$ cat src/common/core_config.sv
package core_config;

    // bus widths shared by the core port and the AXI port.
    localparam int ADDR_WIDTH = 32;
    localparam int AXI_DATA_WIDTH = 32;
    localparam int AXI_STRB_WIDTH = AXI_DATA_WIDTH / 8;

    // lowest address bit above the byte offset within one data word.
    localparam int WORD_LSB = $clog2(AXI_STRB_WIDTH);

    typedef logic [ADDR_WIDTH-1:0] addr_t;
    typedef logic [AXI_DATA_WIDTH-1:0] axi_data_t;
    typedef logic [AXI_STRB_WIDTH-1:0] axi_strb_t;
    typedef logic [7:0] axi_id_t;
    typedef logic [7:0] axi_len_t;
    typedef logic [1:0] axi_burst_t;
    typedef logic [2:0] axi_size_t;
    typedef logic [1:0] axi_resp_t;

    // all zeros for uncached accesses, all ones for cacheable ones.
    typedef logic [3:0] axi_cache_t;

    // each channel has a fixed ID so responses can be matched to it.
    localparam axi_id_t WRITE_ID = 8'd1;
    localparam axi_id_t READ_ID = 8'd2;

    localparam axi_burst_t AXI_BURST_INCR = 2'b01;
    localparam axi_resp_t AXI_RESP_OKAY = 2'b00;

endpackage

$ cat src/axi/axi_read_channel.sv
`timescale 1ns/1ns

module axi_read_channel (
    input  logic                    clk,
    input  logic                    rst,

    // request side, driven by the router.
    input  logic                    new_request,
    input  logic                    uncached,
    input  core_config::addr_t      addr,
    input  core_config::axi_size_t  size,
    output logic                    ready_out,
    output logic                    done,
    output logic                    err,
    output core_config::axi_data_t  data_out,

    // read address channel.
    input  logic                    arready,
    output logic                    arvalid,
    output core_config::axi_id_t    arid,
    output core_config::axi_len_t   arlen,
    output core_config::axi_burst_t arburst,
    output core_config::axi_size_t  arsize,
    output core_config::addr_t      araddr,
    output core_config::axi_cache_t arcache,

    // read data channel.
    input  logic                    rvalid,
    input  core_config::axi_id_t    rid,
    input  core_config::axi_data_t  rdata,
    input  core_config::axi_resp_t  rresp,
    input  logic                    rlast,
    output logic                    rready
);

    typedef enum logic [1:0] {
        READ_IDLE,
        READ_ADDRESS,
        READ_DATA
    } read_state_t;

    read_state_t state;
    logic r_match;
    logic r_done;

    // rready is tied high, so a valid last beat with our ID ends the read.
    assign r_match = rvalid && rlast && (rid == core_config::READ_ID);
    assign r_done  = (state == READ_DATA) && r_match;

    assign arid    = core_config::READ_ID;
    assign arlen   = '0;
    assign arburst = core_config::AXI_BURST_INCR;
    assign rready  = 1'b1;

    assign arvalid   = (state == READ_ADDRESS);
    assign ready_out = (state == READ_IDLE);

    always_ff @(posedge clk) begin
        if (new_request) begin
            araddr  <= addr;
            arsize  <= size;
            arcache <= uncached ? '0 : '1;
        end
    end

    always_ff @(posedge clk) begin
        if (rst) begin
            state <= READ_IDLE;
        end else begin
            case (state)
                READ_IDLE: begin
                    if (new_request) begin
                        state <= READ_ADDRESS;
                    end
                end
                READ_ADDRESS: begin
                    if (arready) begin
                        state <= READ_DATA;
                    end
                end
                READ_DATA: begin
                    if (r_match) begin
                        state <= READ_IDLE;
                    end
                end
                default: state <= READ_IDLE;
            endcase
        end
    end

    always_ff @(posedge clk) begin
        if (r_done) begin
            data_out <= rdata;
        end
    end

    // completion pulse lines up with ready_out returning high.
    always_ff @(posedge clk) begin
        if (rst) begin
            done <= 1'b0;
            err  <= 1'b0;
        end else begin
            done <= r_done;
            err  <= r_done && (rresp != core_config::AXI_RESP_OKAY);
        end
    end

    no_response_when_idle: assert property (
        @(posedge clk) disable iff (rst) (state == READ_IDLE) |-> !r_match
    ) else $error("read response arrived with no read outstanding");

endmodule

$ cat src/axi/axi_write_channel.sv
`timescale 1ns/1ns

module axi_write_channel (
    input  logic                    clk,
    input  logic                    rst,

    // request side, driven by the router.
    input  logic                    new_request,
    input  logic                    uncached,
    input  core_config::addr_t      addr,
    input  core_config::axi_size_t  size,
    input  core_config::axi_data_t  data_in,
    input  core_config::axi_strb_t  wstrb_in,
    output logic                    ready_out,
    output logic                    done,
    output logic                    err,

    // write address channel.
    input  logic                    awready,
    output logic                    awvalid,
    output core_config::axi_id_t    awid,
    output core_config::axi_len_t   awlen,
    output core_config::axi_burst_t awburst,
    output core_config::axi_size_t  awsize,
    output core_config::addr_t      awaddr,
    output core_config::axi_cache_t awcache,

    // write data channel.
    input  logic                    wready,
    output logic                    wvalid,
    output logic                    wlast,
    output core_config::axi_data_t  wdata,
    output core_config::axi_strb_t  wstrb,
    output core_config::axi_id_t    wid,

    // write response channel.
    input  logic                    bvalid,
    input  core_config::axi_id_t    bid,
    input  core_config::axi_resp_t  bresp,
    output logic                    bready
);

    logic b_match;

    // bready is tied high, so a valid beat with our ID is a completed response.
    assign b_match = bvalid && (bid == core_config::WRITE_ID);

    assign awid    = core_config::WRITE_ID;
    assign wid     = core_config::WRITE_ID;
    assign awlen   = '0;
    assign awburst = core_config::AXI_BURST_INCR;
    assign bready  = 1'b1;

    // single beat, so every data beat is also the last one.
    assign wlast = wvalid;

    always_ff @(posedge clk) begin
        if (new_request) begin
            awaddr  <= addr;
            awsize  <= size;
            wdata   <= data_in;
            wstrb   <= wstrb_in;
            awcache <= uncached ? '0 : '1;
        end
    end

    // a new request wins over a stale ready, so the valids rise right away.
    always_ff @(posedge clk) begin
        if (rst) begin
            awvalid <= 1'b0;
            wvalid  <= 1'b0;
        end else begin
            if (new_request) begin
                awvalid <= 1'b1;
            end else if (awready) begin
                awvalid <= 1'b0;
            end
            if (new_request) begin
                wvalid <= 1'b1;
            end else if (wready) begin
                wvalid <= 1'b0;
            end
        end
    end

    // the channel is busy from the request until its response has been seen.
    always_ff @(posedge clk) begin
        if (rst) begin
            ready_out <= 1'b1;
            done      <= 1'b0;
            err       <= 1'b0;
        end else begin
            if (new_request) begin
                ready_out <= 1'b0;
            end else if (b_match) begin
                ready_out <= 1'b1;
            end
            done <= b_match;
            err  <= b_match && (bresp != core_config::AXI_RESP_OKAY);
        end
    end

    request_while_busy: assert property (
        @(posedge clk) disable iff (rst) new_request |-> ready_out
    ) else $error("write request issued while the write channel is busy");

    awvalid_held: assert property (
        @(posedge clk) disable iff (rst) awvalid && !awready |=> awvalid
    ) else $error("awvalid dropped before awready");

endmodule

$ cat src/hw/axi_master_bridge.sv
`timescale 1ns/1ns

module axi_master_bridge (
    input  logic                    clk,
    input  logic                    rst,

    // core port.
    input  logic                    req,
    input  logic                    req_write,
    input  logic                    req_uncached,
    input  core_config::addr_t      req_addr,
    input  core_config::axi_size_t  req_size,
    input  core_config::axi_data_t  req_wdata,
    input  core_config::axi_strb_t  req_wstrb,
    output logic                    req_ready,
    output logic                    write_done,
    output logic                    write_err,
    output logic                    read_valid,
    output core_config::axi_data_t  read_data,
    output logic                    read_err,

    // AXI write address channel.
    input  logic                    awready,
    output logic                    awvalid,
    output core_config::axi_id_t    awid,
    output core_config::axi_len_t   awlen,
    output core_config::axi_burst_t awburst,
    output core_config::axi_size_t  awsize,
    output core_config::addr_t      awaddr,
    output core_config::axi_cache_t awcache,

    // AXI write data channel.
    input  logic                    wready,
    output logic                    wvalid,
    output logic                    wlast,
    output core_config::axi_data_t  wdata,
    output core_config::axi_strb_t  wstrb,
    output core_config::axi_id_t    wid,

    // AXI write response channel.
    input  logic                    bvalid,
    input  core_config::axi_id_t    bid,
    input  core_config::axi_resp_t  bresp,
    output logic                    bready,

    // AXI read address channel.
    input  logic                    arready,
    output logic                    arvalid,
    output core_config::axi_id_t    arid,
    output core_config::axi_len_t   arlen,
    output core_config::axi_burst_t arburst,
    output core_config::axi_size_t  arsize,
    output core_config::addr_t      araddr,
    output core_config::axi_cache_t arcache,

    // AXI read data channel.
    input  logic                    rvalid,
    input  core_config::axi_id_t    rid,
    input  core_config::axi_data_t  rdata,
    input  core_config::axi_resp_t  rresp,
    input  logic                    rlast,
    output logic                    rready
);

    logic write_request;
    logic read_request;
    logic write_ready;
    logic read_ready;

    axi_request_router axi_request_router_inst (
        .*
    );

    // the AXI ports share their names with the channel ports.
    axi_write_channel axi_write_channel_inst (
        .new_request (write_request),
        .uncached    (req_uncached),
        .addr        (req_addr),
        .size        (req_size),
        .data_in     (req_wdata),
        .wstrb_in    (req_wstrb),
        .ready_out   (write_ready),
        .done        (write_done),
        .err         (write_err),
        .*
    );

    axi_read_channel axi_read_channel_inst (
        .new_request (read_request),
        .uncached    (req_uncached),
        .addr        (req_addr),
        .size        (req_size),
        .ready_out   (read_ready),
        .done        (read_valid),
        .err         (read_err),
        .data_out    (read_data),
        .*
    );

endmodule

$ cat src/hw/axi_request_router.sv
`timescale 1ns/1ns

module axi_request_router (
    input  logic               clk,
    input  logic               rst,

    // core request fields used for steering.
    input  logic               req,
    input  logic               req_write,
    input  core_config::addr_t req_addr,
    output logic               req_ready,

    // channel handshake.
    output logic               write_request,
    output logic               read_request,
    input  logic               write_ready,
    input  logic               read_ready
);

    logic [core_config::ADDR_WIDTH-1:core_config::WORD_LSB] write_word;
    logic same_word;
    logic read_hold;

    // word address of the most recent write; only meaningful while it is in flight.
    always_ff @(posedge clk) begin
        if (write_request) begin
            write_word <= req_addr[core_config::ADDR_WIDTH-1:core_config::WORD_LSB];
        end
    end

    assign same_word = (req_addr[core_config::ADDR_WIDTH-1:core_config::WORD_LSB] == write_word);

    // write_ready is low for exactly as long as the write is outstanding.
    assign read_hold = !write_ready && same_word;

    // req_ready depends only on the request fields and channel state.
    always_comb begin
        if (req_write) begin
            req_ready = write_ready;
        end else begin
            req_ready = read_ready && !read_hold;
        end
    end

    assign write_request = req && req_ready && req_write;
    assign read_request  = req && req_ready && !req_write;

    one_channel_per_cycle: assert property (
        @(posedge clk) disable iff (rst) !(write_request && read_request)
    ) else $error("request steered to both channels at once");

    // the write channel must go busy right after accepting, or the hold would be skipped.
    write_goes_busy: assert property (
        @(posedge clk) disable iff (rst) write_request |=> !write_ready
    ) else $error("write channel still ready after accepting a request");

endmodule

$ cat config.mk
export PLATFORM = sky130hd
export DESIGN_NAME = axi_master_bridge
export DESIGN_NICKNAME = d
export VERILOG_FILES = /design/src/common/core_config.sv /design/src/axi/axi_read_channel.sv /design/src/axi/axi_write_channel.sv /design/src/hw/axi_master_bridge.sv /design/src/hw/axi_request_router.sv
export SDC_FILE = /design/constraint.sdc
export NUM_CORES = 1
export LEC_CHECK = 0
export BUFFER_PORTS_ARGS = -buffer_cell sky130_fd_sc_hd__buf_4
export CORE_AREA = 5 5 128 130
export DETAILED_ROUTE_END_ITERATION = 7
export DIE_AREA = 0 0 133 135
export PLACE_DENSITY = 0.71
export SYNTH_ARGS = -nofsm -noshare
export SYNTH_HDL_FRONTEND = slang
export SYNTH_SLANG_ARGS = --single-unit
$ cat constraint.sdc
create_clock -name clk -period 2.9 [get_ports clk]
set_input_delay 0.435 -clock clk [delete_from_list [all_inputs] [get_ports clk]]
set_output_delay 0.435 -clock clk [all_outputs]
set_load 0.05 [all_outputs]
# Word-level counts from Yosys, hierarchy flattened
# Cells that the tools add are included.
[word_totals]
out_inout_bits = 201
wordCells = 59
regBits = 185
input_bits = 134
[classes]
eq_ne = 8
n_reduce_logical = 21
muxes = 12
[op_table]
columns = ["op", "n"]
rows = [
  ["== test 30 bit", 1],
  ["logical AND 1 bit", 11],
  ["nonzero test 2 bit", 5],
  ["== test 8 x 1 -> 1 bit, second input constant", 1],
  ["== test 8 x 2 -> 1 bit, second input constant", 1],
  ["two-way mux 1 bit", 7],
  ["two-way mux 2 bit", 3],
  ["case mux 2 bit (3 select lines)", 1],
  ["two-way mux 4 bit", 1],
  ["inequality test 2 x 1 -> 1 bit, second input constant", 2],
  ["zero test 1 bit", 3],
  ["AND reduction 3 bit", 1],
  ["== test 2 x 1 -> 1 bit, second input constant", 1],
  ["== test 2 bit, second input constant", 1],
  ["zero test 2 bit", 1],
  ["inequality test 2 bit, second input constant", 1],
]

# Longest topological paths before layout
[logic_depth]
word_depth = 9
depth_mapped = 5
ltp_nobuf = 5

# By module
# Synthesis repeated with hierarchy kept, for this count alone.
[unflattened]
hier_cells = 315
hier_area_um2 = 6291.0
[modules_own_cells]
columns = ["mod", "seq_area_each_um2", "cells_per_inst", "area_each_um2", "instances"]
rows = [
  ["axi_write_channel", 2262.2, 126, 2610.0, 1],
  ["axi_read_channel", 2122.0, 113, 2411.1, 1],
  ["axi_request_router", 900.9, 76, 1270.0, 1],
]

# Worst setup path before layout
# Ideal clock, no wire load.
[synth_timing]
path_type = "input to register"
startpoint = "input rid[3]"
endpoint = "register axi_read_channel_inst.err"
n_path_buf = 0
arrival_ps = 3152
slack_ps = -309
stages = 5
t_required_ps = 2842
setup_ps = 58
cell_sequence = "or4_1 -> or4_4 -> nor3b_2 -> and2b_1 -> o21a_1"
[synth_between]
elab_chain_len = 4
[synth_rtl]
columns = ["element", "line", "text"]
rows = [
  ["start: declaration", "axi_master_bridge.sv:58", "input core_config::axi_id_t rid,"],
  ["== test 8 x 2 -> 1 bit", "axi_read_channel.sv:47", "assign r_match = rvalid && rlast && (rid == core_config::READ_ID);"],
  ["logical AND 1 bit", "axi_read_channel.sv:47", ""],
  ["logical AND 1 bit", "axi_read_channel.sv:48", "assign r_done = (state == READ_DATA) && r_match;"],
  ["net axi_read_channel_inst.r_done", "axi_read_channel.sv:44", "logic r_done;"],
  ["logical AND 1 bit", "axi_read_channel.sv:104", "err <= r_done && (rresp != core_config::AXI_RESP_OKAY);"],
  ["end signal: assignment", "axi_read_channel.sv:104", ""],
  ["end: declaration", "axi_read_channel.sv:14", "output logic err,"],
]
# The timed path passes the listed nets, and every way through them passes these cells.
# A chain may end at the register's enable or synchronous reset.

# Worst setup path after layout
[layout_timing]
startpoint = "register axi_request_router_inst.write_word[12] in the netlist's numbering"
endpoint = "output req_ready"
[layout_between]
elab_chain_len = 5
[layout_rtl]
columns = ["element", "line", "text"]
rows = [
  ["start: declaration", "axi_request_router.sv:20", "logic [core_config::ADDR_WIDTH-1:core_config::WORD_LSB] write_word;"],
  ["start signal: assignment", "axi_request_router.sv:27", "write_word <= req_addr[core_config::ADDR_WIDTH-1:core_config::WORD_LSB];"],
  ["== test 30 bit", "axi_request_router.sv:31", "assign same_word = (req_addr[core_config::ADDR_WIDTH-1:core_config::WORD_LSB] == write_word);"],
  ["logical AND 1 bit", "axi_request_router.sv:34", "assign read_hold = !write_ready && same_word;"],
  ["zero test 1 bit", "axi_request_router.sv:41", "req_ready = read_ready && !read_hold;"],
  ["logical AND 1 bit", "axi_request_router.sv:41", ""],
  ["two-way mux 1 bit", "axi_request_router.sv:38", "if (req_write) begin"],
  ["end: declaration", "axi_master_bridge.sv:15", "output logic req_ready,"],
]
# No other way between the ends.

==> impl_results.md <==
* Total congestion overflow at 0
* Max frequency at 372 MHz
* Number of port buffers at 288
* Peak supply drop at 0.000400 V
* Die Span X at 133 µm
* Final Skew at 0.0107 ns
* I/O pins at 335
* Antenna cells at 0
* Hold-critical path depth at 1
* TritonCTS clock tree: done
* Pint at 3.96 mW
* Worst reg2reg path startpoint: axi_request_router_inst.write_word[12]
* Sequential fraction of the synthesis area at 82.5%
* Flop2flop setup slack at 0.56 ns
* Clk buf depth at 2
* Reg clk slew, reported paths at 0.06 ns
* WL per Instance at 17.8 µm
* Endpoints failing setup at 0
* H-tree levels at 4
* Post-synth EDFFs at 140
* Root Buffer: clkbuf_16
* Pwr Total at 5.40 mW
* Layout cell share with drive strength beyond 1 at 55.7%
* Die ar. at 0.0180 mm²
* Post-synth top cells: edfxtp_1 (140), buf_4 (53), xor2_1 (19)
* Residual DRC count at 0
* Cell taking the most area after synthesis: edfxtp_1
* Data required time of the worst path at 2.47 ns
* Leak at 3.38 nW
* R2R cell count at 6
* CP arrival at 2.25 ns
* Type of the worst min-delay path: in -> reg
* HPWL Detailed at 10.9 mm
* Worst rel slew slack at 27.4%
* Initial DRC Count at 83
* Vias/cell at 4.28
* CP max FO at 3
* Placed inst area at 0.00755 mm²
* Die Y at 135 µm
* Clk network pwr share at 40.1%
* Crit path capture type: primary output
* Mapped Cells at 276
* Sequential power share at 45.8%
* Row cnt at 45
* First-pass iteration count of the detailed router at 4
* Final Wtd Congestion at 0.761
* Sw Ratio at 26.8%
* Core area at 0.0150 mm²
* Layout area overhead at 53.4%
* Post-synth design cell area at 0.00532 mm²
* Hold-fix buffers, CTS at 0
* Final period utilization at 92.8%
* Synth top area cells: edfxtp_1 (79%), buf_4 (7.5%), dfxtp_1 (3.4%)
* Comb pwr share at 14.1%
* Final WL at 13.9 mm
* Unrepaired setup endpoints after global routing: no
* Post-layout minimum cycle time at 2.69 ns
* Hold_sp: req_wstrb[3]
* Yosys warning count at 0
* Cell Pwr Density at 662 mW/mm²
* CTS buffer count at 17
* Most frequent cell after synthesis: edfxtp_1
* Final Hold Slack at 0.190 ns
* NetSw at 1.45 mW
* Setup TNS at 0 ns
* Tot GR Track Use at 14.9%
* Syn Area/Cell at 19.3 µm²
* Initial antenna violation count at 0
* Crit path kind: reg -> out
* Crit start category: register
* Clock latency on the worst-skew pair at 0.42 ns
* Initial core utilization at 35.4%
* Flops & latches, synth at 149
* Worst Hold End: axi_write_channel_inst.wstrb[3]
* Share of the synthesized area in the top cell type at 79.1%
* Asr flop ratio synth at 0%
* Largest net degree at the start of global routing at 39
* Vias in the first global route at 3645
* Final Hold Viols at 0
* # clock sinks at 149
* Post-layout instance area at 0.00816 mm²
* Via count at 3332
* Synth Flop Type: edfxtp_1
* Status: finished, final reports clean
* Antenna viol nets, final at 0
* Yosys cell types at 26
* Core Util, Final at 54.3%
* Max_cap viols at 0
* Reg-to-Reg End: axi_read_channel_inst.arcache[2]
* Fin nets at 712
* Final slew viol count at 0
* Worst slew pin tran at 1.09 ns
* First-pass GRT wire length at 20.2 mm
area by class of cell:
type                            count  area (µm²)
Clock buffer                       19         433
Clock inverter                     13         149
Fill cell                        1227        6880
Inverter                            2        7.51
Multi-Input combinational cell    116         731
Sequential cell                   149        4380
Tap cell                          188         235
Timing Repair Buffer              292        2220
routing by layer:
layer	vias to the layer above	GRT usage [%]	wire [µm]
met2	210	24.9	7070
met4	0	6.12	199
met1	1568	15.7	4980
met5	-	0	0
met3	19	8.27	1640
li1	1535	-	-
cells in the final DEF, fill, tap and decap left out, drive strengths merged:
cell type / Yosys / final
xnor2: 11 / 11
nand2b: 3 / 3
bufinv: 0 / 2
nor3: 1 / 1
clkinvlp: 0 / 4
o21a: 2 / 2
nand3: 1 / 1
nand3b: 2 / 2
a21o: 1 / 1
a21oi: 4 / 4
dfxtp: 9 / 9
nor2b: 1 / 1
nor2: 4 / 4
and2b: 1 / 1
inv: 2 / 6
o2bb2ai: 1 / 1
nor3b: 2 / 2
clkinv: 0 / 3
xor2: 19 / 19
nand4: 4 / 4
nand2: 2 / 2
conb: 2 / 46
nand4b: 2 / 2
buf: 53 / 292
clkbuf: 0 / 19
or4: 2 / 2
nor4: 7 / 7
edfxtp: 140 / 140
worst max-delay path by stage:
stage	startpoint	cells after the start	end	slack, ns
5_1_grt	axi_request_router_inst.write_word[12]	7	req_ready	0.04
6_report	axi_request_router_inst.write_word[12]	7	req_ready	0.21
3_5_place_dp	req_addr[9]	8	req_ready	0.29
4_1_cts	axi_request_router_inst.write_word[9]	7	req_ready	0.005
3_3_place_gp	req_addr[9]	8	req_ready	0.29
2_1_floorplan	rid[3]	5	axi_read_channel_inst.err	0.13
power groups by stage:
stage	Sequential, mW	Clock [mW]	Combinational, mW
CTS	2.48	2.22	0.763
detailed placement	2.52	0	0.762
floorplan	2.76	0	0.273
global route	2.48	2.32	0.793
global placement	2.52	0	0.752
finish	2.48	2.17	0.760
cells by family (layout without fill, tap and decap cells):
| group | after synthesis | after routing | share of synthesized area [%] |
|---|---|---|---|
| other cells | 2 | 46 | 0.141 |
| xor+xnor | 30 | 30 | 4.94 |
| compound gates | 8 | 8 | 0.965 |
| buf+inv | 55 | 326 | 7.63 |
| flops | 149 | 149 | 82.5 |
| simple gates | 32 | 32 | 3.86 |
critical path, stage by stage, from the launching register on:
cell	delay, ns
edfxtp_1	0.41
xor2_1	0.20
nor4_2	0.31
nand4_1	0.17
nor4_2	0.32
buf_4	0.18
nor2_1	0.05
buf_4	0.18
timing repair:
| action | 4_1_cts | 5_1_grt |
|---|---|---|
| pin swaps | 0 | 1 |
| setup buffers | 0 | 0 |
| resized for setup | 1 | 3 |
| endpoints found under the setup margin | 1 | 1 |
flip-flops by register name, summed over array words and instances, names as in the netlist, 2 cells and up:
register                            flops
axi_read_channel_inst.state             2
axi_write_channel_inst.awsize           3
axi_write_channel_inst.wdata           32
axi_write_channel_inst.awaddr           3
axi_request_router_inst.write_word     29
axi_write_channel_inst.wstrb            4
axi_read_channel_inst.araddr           32
axi_read_channel_inst.arsize            3
axi_read_channel_inst.data_out         32
stage by stage:
stage	worst slack (ns)	std cells
after floorplan	0.127	320
after global placement	0.294	747
after detailed placement	0.292	747
after CTS	0.00491	779
after global routing	0.0442	779
final	0.210	779
Power figures use the tool's default switching activity.
